### config.mk
export PLATFORM = sky130hd
export DESIGN_NAME = mem_axil_master
export DESIGN_NICKNAME = d
export VERILOG_FILES = /design/src/verilog/mem_axil_pkg.sv /design/src/verilog/axil_read_issuer.sv /design/src/verilog/axil_write_issuer.sv /design/src/verilog/mem_axil_master.sv /design/src/verilog/mem_two_fifo.sv /design/src/verilog/mem_txn_tracker.sv
export VERILOG_INCLUDE_DIRS = /design/src /design/src/include
export SDC_FILE = /design/constraint.sdc
export NUM_CORES = 1
export LEC_CHECK = 0
export ABC_AREA = 1
export BUFFER_PORTS_ARGS = -buffer_cell sky130_fd_sc_hd__buf_2
export CAP_MARGIN = 20
export CORE_ASPECT_RATIO = 0.6
export CORE_MARGIN = 3
export CORE_UTILIZATION = 39
export CTS_BUF_LIST = sky130_fd_sc_hd__clkbuf_2 sky130_fd_sc_hd__clkbuf_4 sky130_fd_sc_hd__clkbuf_8
export DETAILED_ROUTE_END_ITERATION = 6
export GPL_ROUTABILITY_DRIVEN = 0
export SLEW_MARGIN = 20
export SYNTH_ARGS = -nofsm -noshare
export SYNTH_HDL_FRONTEND = slang
export SYNTH_SLANG_ARGS = --single-unit
export TNS_END_PERCENT = 100
### constraint.sdc
create_clock -name clk_i -period 8.8 [get_ports clk_i]
set_input_delay 0.44 -clock clk_i [delete_from_list [all_inputs] [get_ports clk_i]]
set_output_delay 0.44 -clock clk_i [all_outputs]
set_load 0.02 [all_outputs]
### src/include/mem_axil_cfg.svh
`ifndef MEM_AXIL_CFG_SVH
`define MEM_AXIL_CFG_SVH

// AXI4-Lite address bus width
`define MEM_AXIL_ADDR_WIDTH 32

// AXI4-Lite data bus width, also the stream data word
`define MEM_AXIL_DATA_WIDTH 32

// Depth of the slave model and the shadow memory, in words
`define MEM_AXIL_MODEL_WORDS 64

`endif

### src/verilog/mem_axil_pkg.sv
`include "mem_axil_cfg.svh"

package mem_axil_pkg;

  // One strobe bit per data byte
  localparam int axil_strb_width_lp = `MEM_AXIL_DATA_WIDTH / 8;
  localparam int axil_offset_width_lp = $clog2(axil_strb_width_lp);

  typedef enum logic [1:0]
  {
    e_mem_rd = 2'b00
    , e_mem_wr = 2'b01
  } mem_msg_type_e;

  // Access size, encoded as log2 of the byte count
  typedef enum logic [1:0]
  {
    e_mem_size_1 = 2'b00
    , e_mem_size_2 = 2'b01
    , e_mem_size_4 = 2'b10
  } mem_msg_size_e;

  typedef struct packed
  {
    mem_msg_type_e                   msg_type;
    mem_msg_size_e                   size;
    logic [`MEM_AXIL_ADDR_WIDTH-1:0] addr;
  } mem_header_s;

  typedef struct packed
  {
    mem_header_s                     header;
    logic [`MEM_AXIL_DATA_WIDTH-1:0] data;
  } mem_fwd_s;

  typedef struct packed
  {
    mem_header_s                     header;
    logic [`MEM_AXIL_DATA_WIDTH-1:0] data;
  } mem_rev_s;

  // Shared by AW and AR
  typedef struct packed
  {
    logic [`MEM_AXIL_ADDR_WIDTH-1:0] addr;
    logic [2:0]                      prot;
  } axil_aw_s;

  typedef struct packed
  {
    logic [`MEM_AXIL_DATA_WIDTH-1:0] data;
    logic [axil_strb_width_lp-1:0]   strb;
  } axil_w_s;

  typedef struct packed
  {
    logic [`MEM_AXIL_DATA_WIDTH-1:0] data;
    logic [1:0]                      resp;
  } axil_r_s;

endpackage

### src/verilog/axil_read_issuer.sv
`timescale 1ns/1ps

`include "mem_axil_cfg.svh"

module axil_read_issuer
  import mem_axil_pkg::*;
  (
    input                                      clk_i
    , input                                    reset_i

    , input mem_fwd_s                          req_i
    , input                                    v_i
    , output logic                             ready_o

    , output axil_aw_s                         ar_o
    , output logic                             arvalid_o
    , input                                    arready_i

    , input axil_r_s                           r_i
    , input                                    rvalid_i
    , output logic                             rready_o

    , output logic [`MEM_AXIL_DATA_WIDTH-1:0]  data_o
    , output logic                             done_o
  );

  localparam int dw_lp = `MEM_AXIL_DATA_WIDTH;

  logic busy_r;
  logic ar_done_r;
  logic done_r;
  axil_aw_s ar_r;
  mem_msg_size_e size_r;
  logic [dw_lp-1:0] data_r;

  logic [dw_lp-1:0] shifted_li;
  logic [dw_lp-1:0] packed_li;
  logic accept_li;
  logic r_hs_li;

  // Addressed field moved to bit 0, then copied across the word
  always_comb
  begin
    shifted_li = r_i.data >> {ar_r.addr[axil_offset_width_lp-1:0], 3'b000};
    case (size_r)
      e_mem_size_1: packed_li = {(dw_lp/8){shifted_li[7:0]}};
      e_mem_size_2: packed_li = {(dw_lp/16){shifted_li[15:0]}};
      default:      packed_li = shifted_li;
    endcase
  end

  assign accept_li = v_i & ready_o;
  assign r_hs_li   = rvalid_i & rready_o;

  assign ready_o   = ~busy_r;
  assign arvalid_o = busy_r & ~ar_done_r;
  assign rready_o  = busy_r & ar_done_r;
  assign ar_o      = ar_r;
  assign data_o    = data_r;
  assign done_o    = done_r;

  always_ff @(posedge clk_i)
  begin
    if (reset_i)
    begin
      busy_r    <= 1'b0;
      ar_done_r <= 1'b0;
      done_r    <= 1'b0;
    end
    else
    begin
      done_r <= r_hs_li;
      if (accept_li)
      begin
        busy_r    <= 1'b1;
        ar_done_r <= 1'b0;
      end
      else
      begin
        if (arvalid_o & arready_i)
          ar_done_r <= 1'b1;
        if (r_hs_li)
          busy_r <= 1'b0;
      end
    end
  end

  always_ff @(posedge clk_i)
  begin
    if (accept_li)
    begin
      ar_r.addr <= req_i.header.addr;
      ar_r.prot <= 3'b000;
      size_r    <= req_i.header.size;
    end
    // rresp is not checked
    if (r_hs_li)
      data_r <= packed_li;
  end

endmodule

### src/verilog/axil_write_issuer.sv
`timescale 1ns/1ps

module axil_write_issuer
  import mem_axil_pkg::*;
  (
    input                clk_i
    , input              reset_i

    , input mem_fwd_s    req_i
    , input              v_i
    , output logic       ready_o

    , output axil_aw_s   aw_o
    , output logic       awvalid_o
    , input              awready_i

    , output axil_w_s    w_o
    , output logic       wvalid_o
    , input              wready_i

    , input [1:0]        bresp_i
    , input              bvalid_i
    , output logic       bready_o

    , output logic       done_o
  );

  logic busy_r;
  logic aw_done_r;
  logic w_done_r;
  logic done_r;
  axil_aw_s aw_r;
  axil_w_s w_r;

  logic [axil_offset_width_lp-1:0] offset_li;
  logic [axil_strb_width_lp-1:0] strb_li;
  logic accept_li;
  logic b_hs_li;

  // Strobe from size shifted up to the addressed byte lane
  always_comb
  begin
    offset_li = req_i.header.addr[axil_offset_width_lp-1:0];
    case (req_i.header.size)
      e_mem_size_1: strb_li = axil_strb_width_lp'(4'h1) << offset_li;
      e_mem_size_2: strb_li = axil_strb_width_lp'(4'h3) << offset_li;
      default:      strb_li = axil_strb_width_lp'(4'hF) << offset_li;
    endcase
  end

  assign accept_li = v_i & ready_o;
  // Write response code is ignored
  assign b_hs_li   = bvalid_i & bready_o;

  assign ready_o   = ~busy_r;
  assign awvalid_o = busy_r & ~aw_done_r;
  assign wvalid_o  = busy_r & ~w_done_r;
  assign bready_o  = busy_r & aw_done_r & w_done_r;
  assign aw_o      = aw_r;
  assign w_o       = w_r;
  assign done_o    = done_r;

  always_ff @(posedge clk_i)
  begin
    if (reset_i)
    begin
      busy_r    <= 1'b0;
      aw_done_r <= 1'b0;
      w_done_r  <= 1'b0;
      done_r    <= 1'b0;
    end
    else
    begin
      done_r <= b_hs_li;
      if (accept_li)
      begin
        busy_r    <= 1'b1;
        aw_done_r <= 1'b0;
        w_done_r  <= 1'b0;
      end
      else
      begin
        // AW and W may complete in either order
        if (awvalid_o & awready_i)
          aw_done_r <= 1'b1;
        if (wvalid_o & wready_i)
          w_done_r <= 1'b1;
        if (b_hs_li)
          busy_r <= 1'b0;
      end
    end
  end

  always_ff @(posedge clk_i)
  begin
    if (accept_li)
    begin
      aw_r.addr <= req_i.header.addr;
      aw_r.prot <= 3'b000;
      w_r.data  <= req_i.data;
      w_r.strb  <= strb_li;
    end
  end

endmodule

### src/verilog/mem_axil_master.sv
`timescale 1ns/1ps

`include "mem_axil_cfg.svh"

module mem_axil_master
  import mem_axil_pkg::*;
  (
    input                clk_i
    , input              reset_i

    // Request stream
    , input mem_fwd_s    mem_fwd_i
    , input              mem_fwd_v_i
    , output logic       mem_fwd_ready_o

    // Response stream
    , output mem_rev_s   mem_rev_o
    , output logic       mem_rev_v_o
    , input              mem_rev_ready_i

    // AXI4-Lite write address
    , output axil_aw_s   m_axil_aw_o
    , output logic       m_axil_awvalid_o
    , input              m_axil_awready_i

    // AXI4-Lite write data
    , output axil_w_s    m_axil_w_o
    , output logic       m_axil_wvalid_o
    , input              m_axil_wready_i

    // AXI4-Lite write response
    , input [1:0]        m_axil_bresp_i
    , input              m_axil_bvalid_i
    , output logic       m_axil_bready_o

    // AXI4-Lite read address
    , output axil_aw_s   m_axil_ar_o
    , output logic       m_axil_arvalid_o
    , input              m_axil_arready_i

    // AXI4-Lite read data
    , input axil_r_s     m_axil_r_i
    , input              m_axil_rvalid_i
    , output logic       m_axil_rready_o
  );

  mem_fwd_s fifo_fwd_lo;
  logic fifo_fwd_v_lo;
  logic trk_ready_lo;

  mem_fwd_s eng_req_lo;
  logic wr_v_lo;
  logic wr_ready_lo;
  logic rd_v_lo;
  logic rd_ready_lo;
  logic wr_done_lo;
  logic rd_done_lo;
  logic [`MEM_AXIL_DATA_WIDTH-1:0] rd_data_lo;

  mem_rev_s trk_rev_lo;
  logic trk_rev_v_lo;
  logic fifo_rev_ready_lo;

  mem_two_fifo
    #(.payload_t(mem_fwd_s))
    fwd_fifo
    (.clk_i(clk_i)
     ,.reset_i(reset_i)
     ,.data_i(mem_fwd_i)
     ,.v_i(mem_fwd_v_i)
     ,.ready_o(mem_fwd_ready_o)
     ,.data_o(fifo_fwd_lo)
     ,.v_o(fifo_fwd_v_lo)
     ,.ready_i(trk_ready_lo)
     );

  mem_txn_tracker
    tracker
    (.clk_i(clk_i)
     ,.reset_i(reset_i)
     ,.req_i(fifo_fwd_lo)
     ,.req_v_i(fifo_fwd_v_lo)
     ,.req_ready_o(trk_ready_lo)
     ,.eng_req_o(eng_req_lo)
     ,.wr_v_o(wr_v_lo)
     ,.wr_ready_i(wr_ready_lo)
     ,.rd_v_o(rd_v_lo)
     ,.rd_ready_i(rd_ready_lo)
     ,.wr_done_i(wr_done_lo)
     ,.rd_done_i(rd_done_lo)
     ,.rd_data_i(rd_data_lo)
     ,.rev_o(trk_rev_lo)
     ,.rev_v_o(trk_rev_v_lo)
     ,.rev_ready_i(fifo_rev_ready_lo)
     );

  axil_write_issuer
    wr_engine
    (.clk_i(clk_i)
     ,.reset_i(reset_i)
     ,.req_i(eng_req_lo)
     ,.v_i(wr_v_lo)
     ,.ready_o(wr_ready_lo)
     ,.aw_o(m_axil_aw_o)
     ,.awvalid_o(m_axil_awvalid_o)
     ,.awready_i(m_axil_awready_i)
     ,.w_o(m_axil_w_o)
     ,.wvalid_o(m_axil_wvalid_o)
     ,.wready_i(m_axil_wready_i)
     ,.bresp_i(m_axil_bresp_i)
     ,.bvalid_i(m_axil_bvalid_i)
     ,.bready_o(m_axil_bready_o)
     ,.done_o(wr_done_lo)
     );

  axil_read_issuer
    rd_engine
    (.clk_i(clk_i)
     ,.reset_i(reset_i)
     ,.req_i(eng_req_lo)
     ,.v_i(rd_v_lo)
     ,.ready_o(rd_ready_lo)
     ,.ar_o(m_axil_ar_o)
     ,.arvalid_o(m_axil_arvalid_o)
     ,.arready_i(m_axil_arready_i)
     ,.r_i(m_axil_r_i)
     ,.rvalid_i(m_axil_rvalid_i)
     ,.rready_o(m_axil_rready_o)
     ,.data_o(rd_data_lo)
     ,.done_o(rd_done_lo)
     );

  mem_two_fifo
    #(.payload_t(mem_rev_s))
    rev_fifo
    (.clk_i(clk_i)
     ,.reset_i(reset_i)
     ,.data_i(trk_rev_lo)
     ,.v_i(trk_rev_v_lo)
     ,.ready_o(fifo_rev_ready_lo)
     ,.data_o(mem_rev_o)
     ,.v_o(mem_rev_v_o)
     ,.ready_i(mem_rev_ready_i)
     );

endmodule

### src/verilog/mem_two_fifo.sv
`timescale 1ns/1ps

module mem_two_fifo
  import mem_axil_pkg::*;
  #(parameter type payload_t = mem_fwd_s)
  (
    input              clk_i
    , input            reset_i

    , input payload_t  data_i
    , input            v_i
    , output logic     ready_o

    , output payload_t data_o
    , output logic     v_o
    , input            ready_i
  );

  payload_t mem_r [1:0];

  logic wptr_r;
  logic rptr_r;
  logic full_r;
  logic empty_r;
  logic enq_li;
  logic deq_li;

  // Ready only from the registered full flag, so no path from ready_i
  assign ready_o = ~full_r;
  assign v_o     = ~empty_r;
  assign data_o  = mem_r[rptr_r];

  assign enq_li = v_i & ready_o;
  assign deq_li = v_o & ready_i;

  always_ff @(posedge clk_i)
  begin
    if (reset_i)
    begin
      wptr_r  <= 1'b0;
      rptr_r  <= 1'b0;
      full_r  <= 1'b0;
      empty_r <= 1'b1;
    end
    else
    begin
      if (enq_li)
        wptr_r <= ~wptr_r;
      if (deq_li)
        rptr_r <= ~rptr_r;

      // Occupancy only changes when exactly one side moves
      if (enq_li & ~deq_li)
      begin
        empty_r <= 1'b0;
        full_r  <= (~wptr_r == rptr_r);
      end
      else if (deq_li & ~enq_li)
      begin
        full_r  <= 1'b0;
        empty_r <= (~rptr_r == wptr_r);
      end
    end
  end

  always_ff @(posedge clk_i)
  begin
    if (enq_li)
      mem_r[wptr_r] <= data_i;
  end

endmodule

### src/verilog/mem_txn_tracker.sv
`timescale 1ns/1ps

`include "mem_axil_cfg.svh"

module mem_txn_tracker
  import mem_axil_pkg::*;
  (
    input                                    clk_i
    , input                                  reset_i

    , input mem_fwd_s                        req_i
    , input                                  req_v_i
    , output logic                           req_ready_o

    , output mem_fwd_s                       eng_req_o
    , output logic                           wr_v_o
    , input                                  wr_ready_i
    , output logic                           rd_v_o
    , input                                  rd_ready_i

    , input                                  wr_done_i
    , input                                  rd_done_i
    , input [`MEM_AXIL_DATA_WIDTH-1:0]       rd_data_i

    , output mem_rev_s                       rev_o
    , output logic                           rev_v_o
    , input                                  rev_ready_i
  );

  typedef enum logic [1:0]
  {
    e_idle
    , e_busy
    , e_respond
  } state_e;

  state_e state_r;
  state_e state_n;
  mem_header_s header_r;
  logic [`MEM_AXIL_DATA_WIDTH-1:0] data_r;

  logic is_wr_li;
  logic sel_ready_li;
  logic accept_li;
  logic done_li;

  assign is_wr_li     = (req_i.header.msg_type == e_mem_wr);
  assign sel_ready_li = is_wr_li ? wr_ready_i : rd_ready_i;

  // Take a request only when the engine it needs can take it too
  assign req_ready_o = (state_r == e_idle) & sel_ready_li;
  assign accept_li   = req_v_i & req_ready_o;
  assign wr_v_o      = (state_r == e_idle) & req_v_i & is_wr_li;
  assign rd_v_o      = (state_r == e_idle) & req_v_i & ~is_wr_li;
  assign eng_req_o   = req_i;

  assign done_li = wr_done_i | rd_done_i;
  assign rev_v_o = (state_r == e_respond);

  always_comb
  begin
    rev_o.header = header_r;
    rev_o.data   = data_r;
  end

  always_comb
  begin
    state_n = state_r;
    case (state_r)
      e_idle:    if (accept_li) state_n = e_busy;
      e_busy:    if (done_li) state_n = e_respond;
      e_respond: if (rev_ready_i) state_n = e_idle;
      default:   state_n = e_idle;
    endcase
  end

  always_ff @(posedge clk_i)
  begin
    if (reset_i)
      state_r <= e_idle;
    else
      state_r <= state_n;
  end

  always_ff @(posedge clk_i)
  begin
    if (accept_li)
      header_r <= req_i.header;
    // Writes answer with a zero data word
    if ((state_r == e_busy) & done_li)
      data_r <= rd_done_i ? rd_data_i : '0;
  end

endmodule
[Word level (Yosys, flattened, before mapping)]
Memories as Yosys holds them, arrays and structs flattened. A register that Yosys moved wholly into a read port is not among the register bits.
Cells that the tools add are included.
W data, S select, Z words.
Word-level totals
  word-level logic and storage cells: 126
  memories kept: 2
  input port bits: 113
  RAM bits: 272
  register bits: 219
Operators by class
  shift operators: 4
  reduce and logical (&&, ||, !) cells: 10
  multiplexer cells: 27
  equal/unequal tests: 12
  bitwise gates (word level): 45
Memory list
  fwd_fifo.mem_r: depth 2, width 68, read ports 1, clocked after Yosys merged registers in 1, wr ports 1, line mem_two_fifo.sv:19  | payload_t mem_r [1:0];
  rev_fifo.mem_r: depth 2, width 68, read ports 1, clocked after Yosys merged registers in 1, wr ports 1, line mem_two_fifo.sv:19
Operators by type and width (number)
  $pmux W32 S2: 1
  $shr A32 B5 Y32: 1
  $and A1 B1 Y1: 26
  $mux W1: 21
  $not A1 Y1: 18
  $eq A2 B1 Y1 const B: 4
  $pmux W4 S2: 1
  $reduce_bool A2 Y1: 4
  $logic_not A2 Y1: 3
  $mux W2: 3
  $pmux W2 S3: 1
  $eq A1 B1 Y1: 4
  $ne A2 B2 Y1 const B: 2
  $reduce_or A2 Y1: 2
  $shl A1 B2 Y4 const A: 1
  $shl A2 B2 Y4 const A: 1
  $shl A4 B2 Y4 const A: 1
  $reduce_and A3 Y1: 1
  $eq A2 B2 Y1 const B: 1
  $ne A2 B1 Y1 const B: 1
  $or A1 B1 Y1: 1

[Logic depth before layout (Yosys ltp)]
Gate-level depths: netlist of the first run.
  word-level depth: 7
  mapped depth: 11
  gate-level depth less buffers: 10

[Hierarchy]
A second synthesis of the first run with hierarchy kept.
Second synthesis, totals
  cell total of the unflattened synthesis: 1110
  area total of the unflattened synthesis: 18719.2 µm²
By module, submodules not included
  mem_two_fifo: area an instance 5222.5 µm², times used 2, cells an instance 245, sequential area each 4184.0 µm²
  axil_read_issuer: area an instance 3040.4 µm², times used 1, cells an instance 287, sequential area each 2042.0 µm²
  mem_txn_tracker: area an instance 2966.6 µm², times used 1, cells an instance 231, sequential area each 2082.0 µm²
  axil_write_issuer: area an instance 2267.2 µm², times used 1, cells an instance 102, sequential area each 2122.0 µm²

[Worst setup path before layout of the first run]
OpenSTA, ideal clock, no wires.
  path kind: reg2reg
  start: reg fwd_fifo.full_r
  end: mem fwd_fifo.mem_r[1][0] (netlist bit), enable pin
  cell stages (with the launch flop): 4
  data required time: 8.304 ns
  setup slack: 4.863 ns
  data arrival time: 3.441 ns
  cell sequence: dfxtp_1 -> inv_1 -> nand2_1 -> nor2_1
Between the ends
  cells in the longest elaborated chain, start to end: 4
Ends and longest elaborated chain
  from (decl): line mem_two_fifo.sv:23  | logic full_r;
  from (signal assigned): line mem_two_fifo.sv:56  | full_r <= (~wptr_r == rptr_r);
  $not A1 Y1: line mem_two_fifo.sv:29  | assign ready_o = ~full_r;
  named net mem_fwd_ready_o: line mem_axil_master.sv:14  | , output logic mem_fwd_ready_o
  $and A1 B1 Y1: line mem_two_fifo.sv:33  | assign enq_li = v_i & ready_o;
  $mux W1: line mem_two_fifo.sv:68  | if (enq_li)
  $mux W1 (implied by the code): line mem_two_fifo.sv:69  | mem_r[wptr_r] <= data_i;
  to (decl): line mem_two_fifo.sv:19
The timed path passes the listed nets, and every way through them passes these cells.

==> summary.md, run 1 <==
| Metric | Value |
|---|---|
| Status | `finished, final reports clean` |
| Placed cells | `2040` |
| FMAX | `297 MHz` |
| WL/cell | `18.3 um` |
| Synth Instances | `1164` |
| Avg Cell Area, Syn | `15.5 um2` |
| Max_cap viols | `0` |
| Clock transition at the registers of the reported paths | `60 ps` |
| Top post-synthesis cells by count | `474 x edfxtp_1, 333 x nand2_1, 74 x inv_1, 68 x mux2_2, 45 x nor2_1` |
| Starting Density | `39.8%` |
| Worst Tran Pin Value | `1040 ps` |
| Die Wd | `283 um` |
| Crit Path Class | `reg2reg` |
| DRC | `0` |
| Leak Pwr | `8.69 nW` |
| Largest net degree at the start of global routing | `72` |
| Crit path arrival time | `3590 ps` |
| Relative slew slack | `30.6%` |
| Crit path required time | `9020 ps` |
| Htree depth | `3` |
| Flops & latches, synth | `493` |
| Slew Limit Fails | `0` |
| Post CTS Setup Buffer Count | `0` |
| Pwr dens | `279 mW/mm2` |
| Critical path endpoint category | `flip-flop` |
| Total negative slack | `0 ps` |
| Routed vias | `10400` |
| Total track usage | `16.7%` |
| Top-area cell type share of the netlist area | `79.1%` |
| Ports | `294` |
| Worst IR Drop VDD | `0.000141 V` |
| Congestion Overflow GR | `0` |
| Leading area contributor after synthesis | `edfxtp_1` |
| Max FO, Critical Path | `71` |
| Final Hold Violating Endpoints | `0` |
| Post-Route WL | `41000 um` |
| Ys async rst share | `0%` |
| Cts hold-fix bufs | `68` |
| Num CTS Buffers | `76` |
| Synthesized area | `0.0180 mm2` |
| Top FF cell, synth | `edfxtp_1` |
| Post-synth EDFFs | `474` |
| Layout area overhead | `24.0%` |
| Post-Place Setup Slack | `5310 ps` |
| Post-route ant nets | `0` |
| Final-stage net count | `1682` |
| Initial antenna violation count | `0` |
| Setup Skew | `28.8 ps` |
| Sequential share of the synthesized area | `81.2%` |
| Final min period | `3370 ps` |
| Ant. Diodes | `0` |
| Vias in the first global route | `10600` |
| Number of vias per cell | `4.61` |
| Count leader, synth | `edfxtp_1` |
| # rows | `60` |
| Die ar. | `0.0489 mm2` |
| Clk root buf | `clkbuf_8` |
| RSZ-0062 raised after global routing | `false` |
| HP Class | `in2reg` |
| Non-filler instance count after layout | `2244` |
| Startpoint Class | `flip-flop` |
| DIE HEIGHT | `172 um` |
| Global-route wire length before repair | `61500 um` |
| Final worst slack | `5430 ps` |
| Final setup violation count | `0` |
| Yosys warns | `0` |
| Top cells by area, synth | `edfxtp_1 79%, nand2_1 6.9%, mux2_2 4.3%, dfxtp_1 2.1%, inv_1 1.5%` |
| Layout cells sized above 1 | `31.2%` |
| Iteration-0 DRC Markers | `689` |
| Count of input and output buffers | `283` |
| CTS tree | `yes` |
| Core Footprint | `0.0452 mm2` |
| Drt pass-1 iters | `6` |
| Clk Latency, worst-skew pair | `610 ps` |
| Clock Sinks | `493` |
| Synth unique cells | `29` |
| Period utilization | `38.3%` |
| CTS Buffer Depth | `3` |
| HPWL after DPL | `25200 um` |
| Post-CTS Resized | `0` |
-- state kept, by name, summed over array words and instances (netlist names), 2 cells and up, named ones only --
name	count
fwd_fifo.mem_r	136
rev_fifo.mem_r	136
tracker.rev_o	36
wr_engine.w_o	36
rd_engine.ar_o	32
rd_engine.data_o	32
tracker.data_r	32
wr_engine.aw_o	32
rd_engine.size_r	2
tracker.state_r	2
-- stage by stage --
step                      utilization [%]  instance area [um2]  hold slack, ps  power, mW
after floorplan                         -                18000             421       3.95
after global placement               44.4                20100             422       4.34
after detailed placement             44.5                20100             430       4.38
after CTS                            49.4                22300            31.0       6.31
after global routing                 49.4                22300            59.8       6.57
final                                49.4                22300            94.3       6.24
-- layout by cell type (no fill, tap or decap), types with 6 or more instances in the layout --
cell / count
mux2_2: 68
o21ai_0: 14
nand2_1: 333
a21oi_1: 14
clkbuf_4: 16
nand3_1: 24
inv_1: 71
buf_4: 13
o211ai_1: 10
conb_1: 6
clkinv_2: 11
clkbuf_8: 79
dlygate4sd3_1: 68
dfxtp_1: 17
edfxtp_1: 474
nor2_1: 41
o21ai_1: 18
clkinv_1: 18
buf_2: 283
-- layout make-up --
class,count,area [um2]
flip-flops and latches,493,14600
fillers,3909,22900
repair buffers,367,2250
clock inverters,40,293
inverters,76,289
clock buffers,95,1210
well taps,620,776
multi-input cells,553,2890
-- logic make-up after synthesis --
family	synth area share [%]
DFF	81.2
and+or+nand+nor	8.84
buffers and inverters	3.06
muxes	4.25
AOI/OAI and AO/OA	2.36
xor gates and xnor gates	0.146
adders and majority gates	0.139
other	0.0208
-- worst max-delay path: stages (launching register included) --
cell and delay [ps]:
dfxtp_2 310, buf_4 700, inv_4 550, nand2_1 170, nand2_1 100, nor2_2 120
nand2_2 80, clkinv_2 110, buf_4 720
-- worst paths after layout --
path	from	to	slack, ps	cells after the start
setup / recovery	flip-flop	wr_engine.aw_o[11]$_DFFE_PP_	5430	8
hold / removal	m_axil_rvalid_i	rd_engine.done_o$_SDFF_PP0_	90	3
setup reg to reg	flip-flop	wr_engine.aw_o[11]$_DFFE_PP_	5430	8
hold reg to reg	tracker.data_r[1]$_SDFFCE_PN0P_	rev_fifo.mem_r[0][1]$_DFFE_PP_	430	0
-- report_power, final --
group | leakage (nW) | switching, mW | total (mW) | internal (mW)
combinational | 3.46 | 0.895 | 1.19 | 0.300
sequential | 4.45 | 0.0909 | 3.15 | 3.06
clock | 0.783 | 0.885 | 1.89 | 1.00
total | 8.69 | 1.87 | 6.24 | 4.37
-- routing by layer --
layer,GRT usage (%),vias up,share of wire (%)
met5,0,-,0
met3,4.57,79,6.2
met1,21.6,5063,44
met4,6.20,0,2.7
met2,27.1,298,47
li1,-,4916,-
No activity file was read; power rests on OpenSTA's default activity.
==> run 2, diff against run 1 <==
clock period = 3 ns   (was 8.8 ns; I/O delays follow)
==> run 2 against run 1 <==
  * Sequential share of layout area is 0.95 points lower
  * Largest cell class unchanged
  * Global-route usage rose by 0.057 points
  * Sequential power rose to 2.9 times the previous value
  * Cell count increased by 1.3%
==> summary.md, run 2 (synthesized netlist as in run 1, its figures left out) <==
| Metric | Value |
|---|---|
| Worst r2r dst | `rd_engine.data_o[26]$_DFFE_PP_` |
| Clock transition at the registers of the reported paths | `60 ps (about the same)` |
| Post-route ant nets | `0 (unchanged)` |
| Initial antenna violation count | `2 (+2)` |
| Crit path arrival time | `2330 ps (-1260 ps)` |
| Most common cell after layout, fill and taps aside | `edfxtp_1` |
| Met1 Use GR | `21.8% (+0.20 points)` |
| Worst IR Drop VDD | `0.000487 V (+250%)` |
| Routed vias | `10500 (+1.3%)` |
| Iteration-0 DRC Markers | `754 (+9.4%)` |
| Worst Tran Pin Value | `761 ps (-279 ps)` |
| Ports | `294 (unchanged)` |
| CP max stage delay | `770 ps (+50 ps)` |
| Cells along the critical path | `buf_4 > mux2_2 > buf_2` |
| Critical path endpoint category | `output pin` |
| GRT met3 Usage | `4.32% (-0.25 points)` |
| Clk root buf | `clkbuf_8` |
| DRC | `0 (unchanged)` |
| WL/cell | `18.2 um (-0.40%)` |
| Num CTS Buffers | `73 (-3.9%)` |
| DIE HEIGHT | `172 um (unchanged)` |
| CP Capture Point | `mem_rev_o[29]` |
| RSZ-0062 raised after global routing | `false` |
| Relative slew slack | `49.3% (+19 points)` |
| Post-CTS Resized | `0 (unchanged)` |
| Post-Route WL | `41400 um (+0.89%)` |
| Die Wd | `283 um (unchanged)` |
| # rows | `60 (unchanged)` |
| HP Class | `in2reg` |
| Slew Limit Fails | `0 (unchanged)` |
| FMAX | `403 MHz` |
| Count of input and output buffers | `283 (unchanged)` |
| Htree depth | `3 (unchanged)` |
| Worst R2R Start | `rd_engine.ar_o[4]$_DFFE_PP_` |
| Cts hold-fix bufs | `97 (+43%)` |
| Pwr Total | `18.3 mW (+190%)` |
| Final-stage net count | `1715 (+2.0%)` |
| Die ar. | `0.0489 mm2 (unchanged)` |
| Post CTS Setup Buffer Count | `0 (unchanged)` |
| Global-route wire length before repair | `61800 um (+0.49%)` |
| Post-Place Setup Slack | `855 ps (-4450 ps)` |
| Worst r2r path cells | `6 (-2)` |
| Crit Path Class | `reg2out` |
| Pwr dens | `808 mW/mm2 (+190%)` |
| Clock Sinks | `493 (unchanged)` |
| Startpoint Class | `flip-flop` |
| Number of vias per cell | `4.61 (about the same)` |
| FF-to-FF setup slack | `710 ps (-4720 ps)` |
| Total negative slack | `0 ps (unchanged)` |
| Most frequent cells in the layout | `474 x edfxtp_1, 333 x nand2_1, 283 x buf_2, 97 x dlygate4sd3_1, 74 x clkbuf_8` |
| Layout cells sized above 1 | `31.0% (-0.21 points)` |
| Max_cap viols | `0 (unchanged)` |
| Worst path slowest cell | `dfxtp_4` |
| Status | `finished, final reports clean` |
| Core Footprint | `0.0452 mm2 (unchanged)` |
| GRT met2 Usage | `27.5% (+0.38 points)` |
| Hold Path Cell Cnt | `3 (unchanged)` |
| Setup Skew | `19.2 ps (-9.62 ps)` |
| Min-delay src | `m_axil_r_i[3]` |
| Vias in the first global route | `10700 (+0.97%)` |
| CTS tree | `yes` |
| Total track usage | `16.7% (+0.057 points)` |
| Drt pass-1 iters | `5 (-1)` |
| HPWL after DPL | `26300 um (+4.1%)` |
| Period utilization | `82.7%` |
| Biggest regs | `fwd_fifo.mem_r x136, rev_fifo.mem_r x136` |
| Busiest grt layer | `met2` |
| Final min period | `2480 ps` |
| Layout area overhead | `25.8%` |
| CTS Buffer Depth | `3 (unchanged)` |
| Final setup violation count | `0 (unchanged)` |
| Starting Density | `39.8% (unchanged)` |
| Leak Pwr | `8.82 nW (+1.4%)` |
| Congestion Overflow GR | `0 (unchanged)` |
| Crit path required time | `2850 ps (-6170 ps)` |
| Final worst slack | `520 ps (-4910 ps)` |
| Final Hold Violating Endpoints | `0 (unchanged)` |
| Max FO, Critical Path | `39 (-45%)` |
| Clk Latency, worst-skew pair | `610 ps (about the same)` |
| Largest net degree at the start of global routing | `69 (-4.2%)` |
run 2: changes by cell type in the layout (fill, tap and decap cells not counted), sizes merged:
cell,delta
inv,-2
bufinv,+1
clkinv,-7
diode,+2
clkbuf,-1
buf,+7
dlygate4sd3,+29
run 2: how the worst min path moves through the flow:
| stage | to | slack, ps |
|---|---|---|
| 2_1_floorplan | fwd_fifo.mem_r[0][0]$_DFFE_PP_ | 250 |
| 3_3_place_gp | fwd_fifo.mem_r[0][22]$_DFFE_PP_ | 340 |
| 3_5_place_dp | fwd_fifo.mem_r[0][1]$_DFFE_PP_ | 340 |
| 4_1_cts | rd_engine.data_o[22]$_DFFE_PP_ | 2 |
| 5_1_grt | rd_engine.data_o[1]$_DFFE_PP_ | 30 |
| 6_report | rd_engine.data_o[1]$_DFFE_PP_ | 70 |
run 2: final cells by class:
| type | instances | area (um2) |
|---|---|---|
| inverters | 76 | 289 |
| flip-flops and latches | 493 | 14600 |
| well taps | 620 | 776 |
| fillers | 3879 | 22500 |
| diodes | 2 | 5.00 |
| repair buffers | 403 | 2620 |
| clock buffers | 94 | 1170 |
| clock inverters | 32 | 287 |
| multi-input cells | 553 | 2890 |
run 2: stage by stage:
stage | utilization [%] | instances | hold WS, ps | cell area, um2
2_1_floorplan | - | 1169 | 249 | 18000
3_3_place_gp | 44.7 | 2048 | 337 | 20200
3_5_place_dp | 44.7 | 2048 | 341 | 20200
4_1_cts | 50.1 | 2271 | 1.70 | 22600
5_1_grt | 50.1 | 2273 | 30.3 | 22700
6_report | 50.1 | 2273 | 66.9 | 22700
run 2: critical path: cells and delay by family (launching register included):
| kind | cells | cell delay, ps |
|---|---|---|
| multiplexers | 1 | 390 |
| buffers and inverters | 2 | 530 |
| flip-flops | 1 | 770 |
run 2: routing by layer:
metal / up-vias / wire (um)
met5: - / 0
met4: 0 / 957
met3: 64 / 2340
met2: 301 / 19800
met1: 5154 / 18300
li1: 4970 / -
run 2: where the power goes:
part	total (mW)	switching, mW	internal, mW
combinational	3.62	2.63	0.991
sequential	9.27	0.287	8.98
clock	5.42	2.50	2.92
total	18.3	5.42	12.9
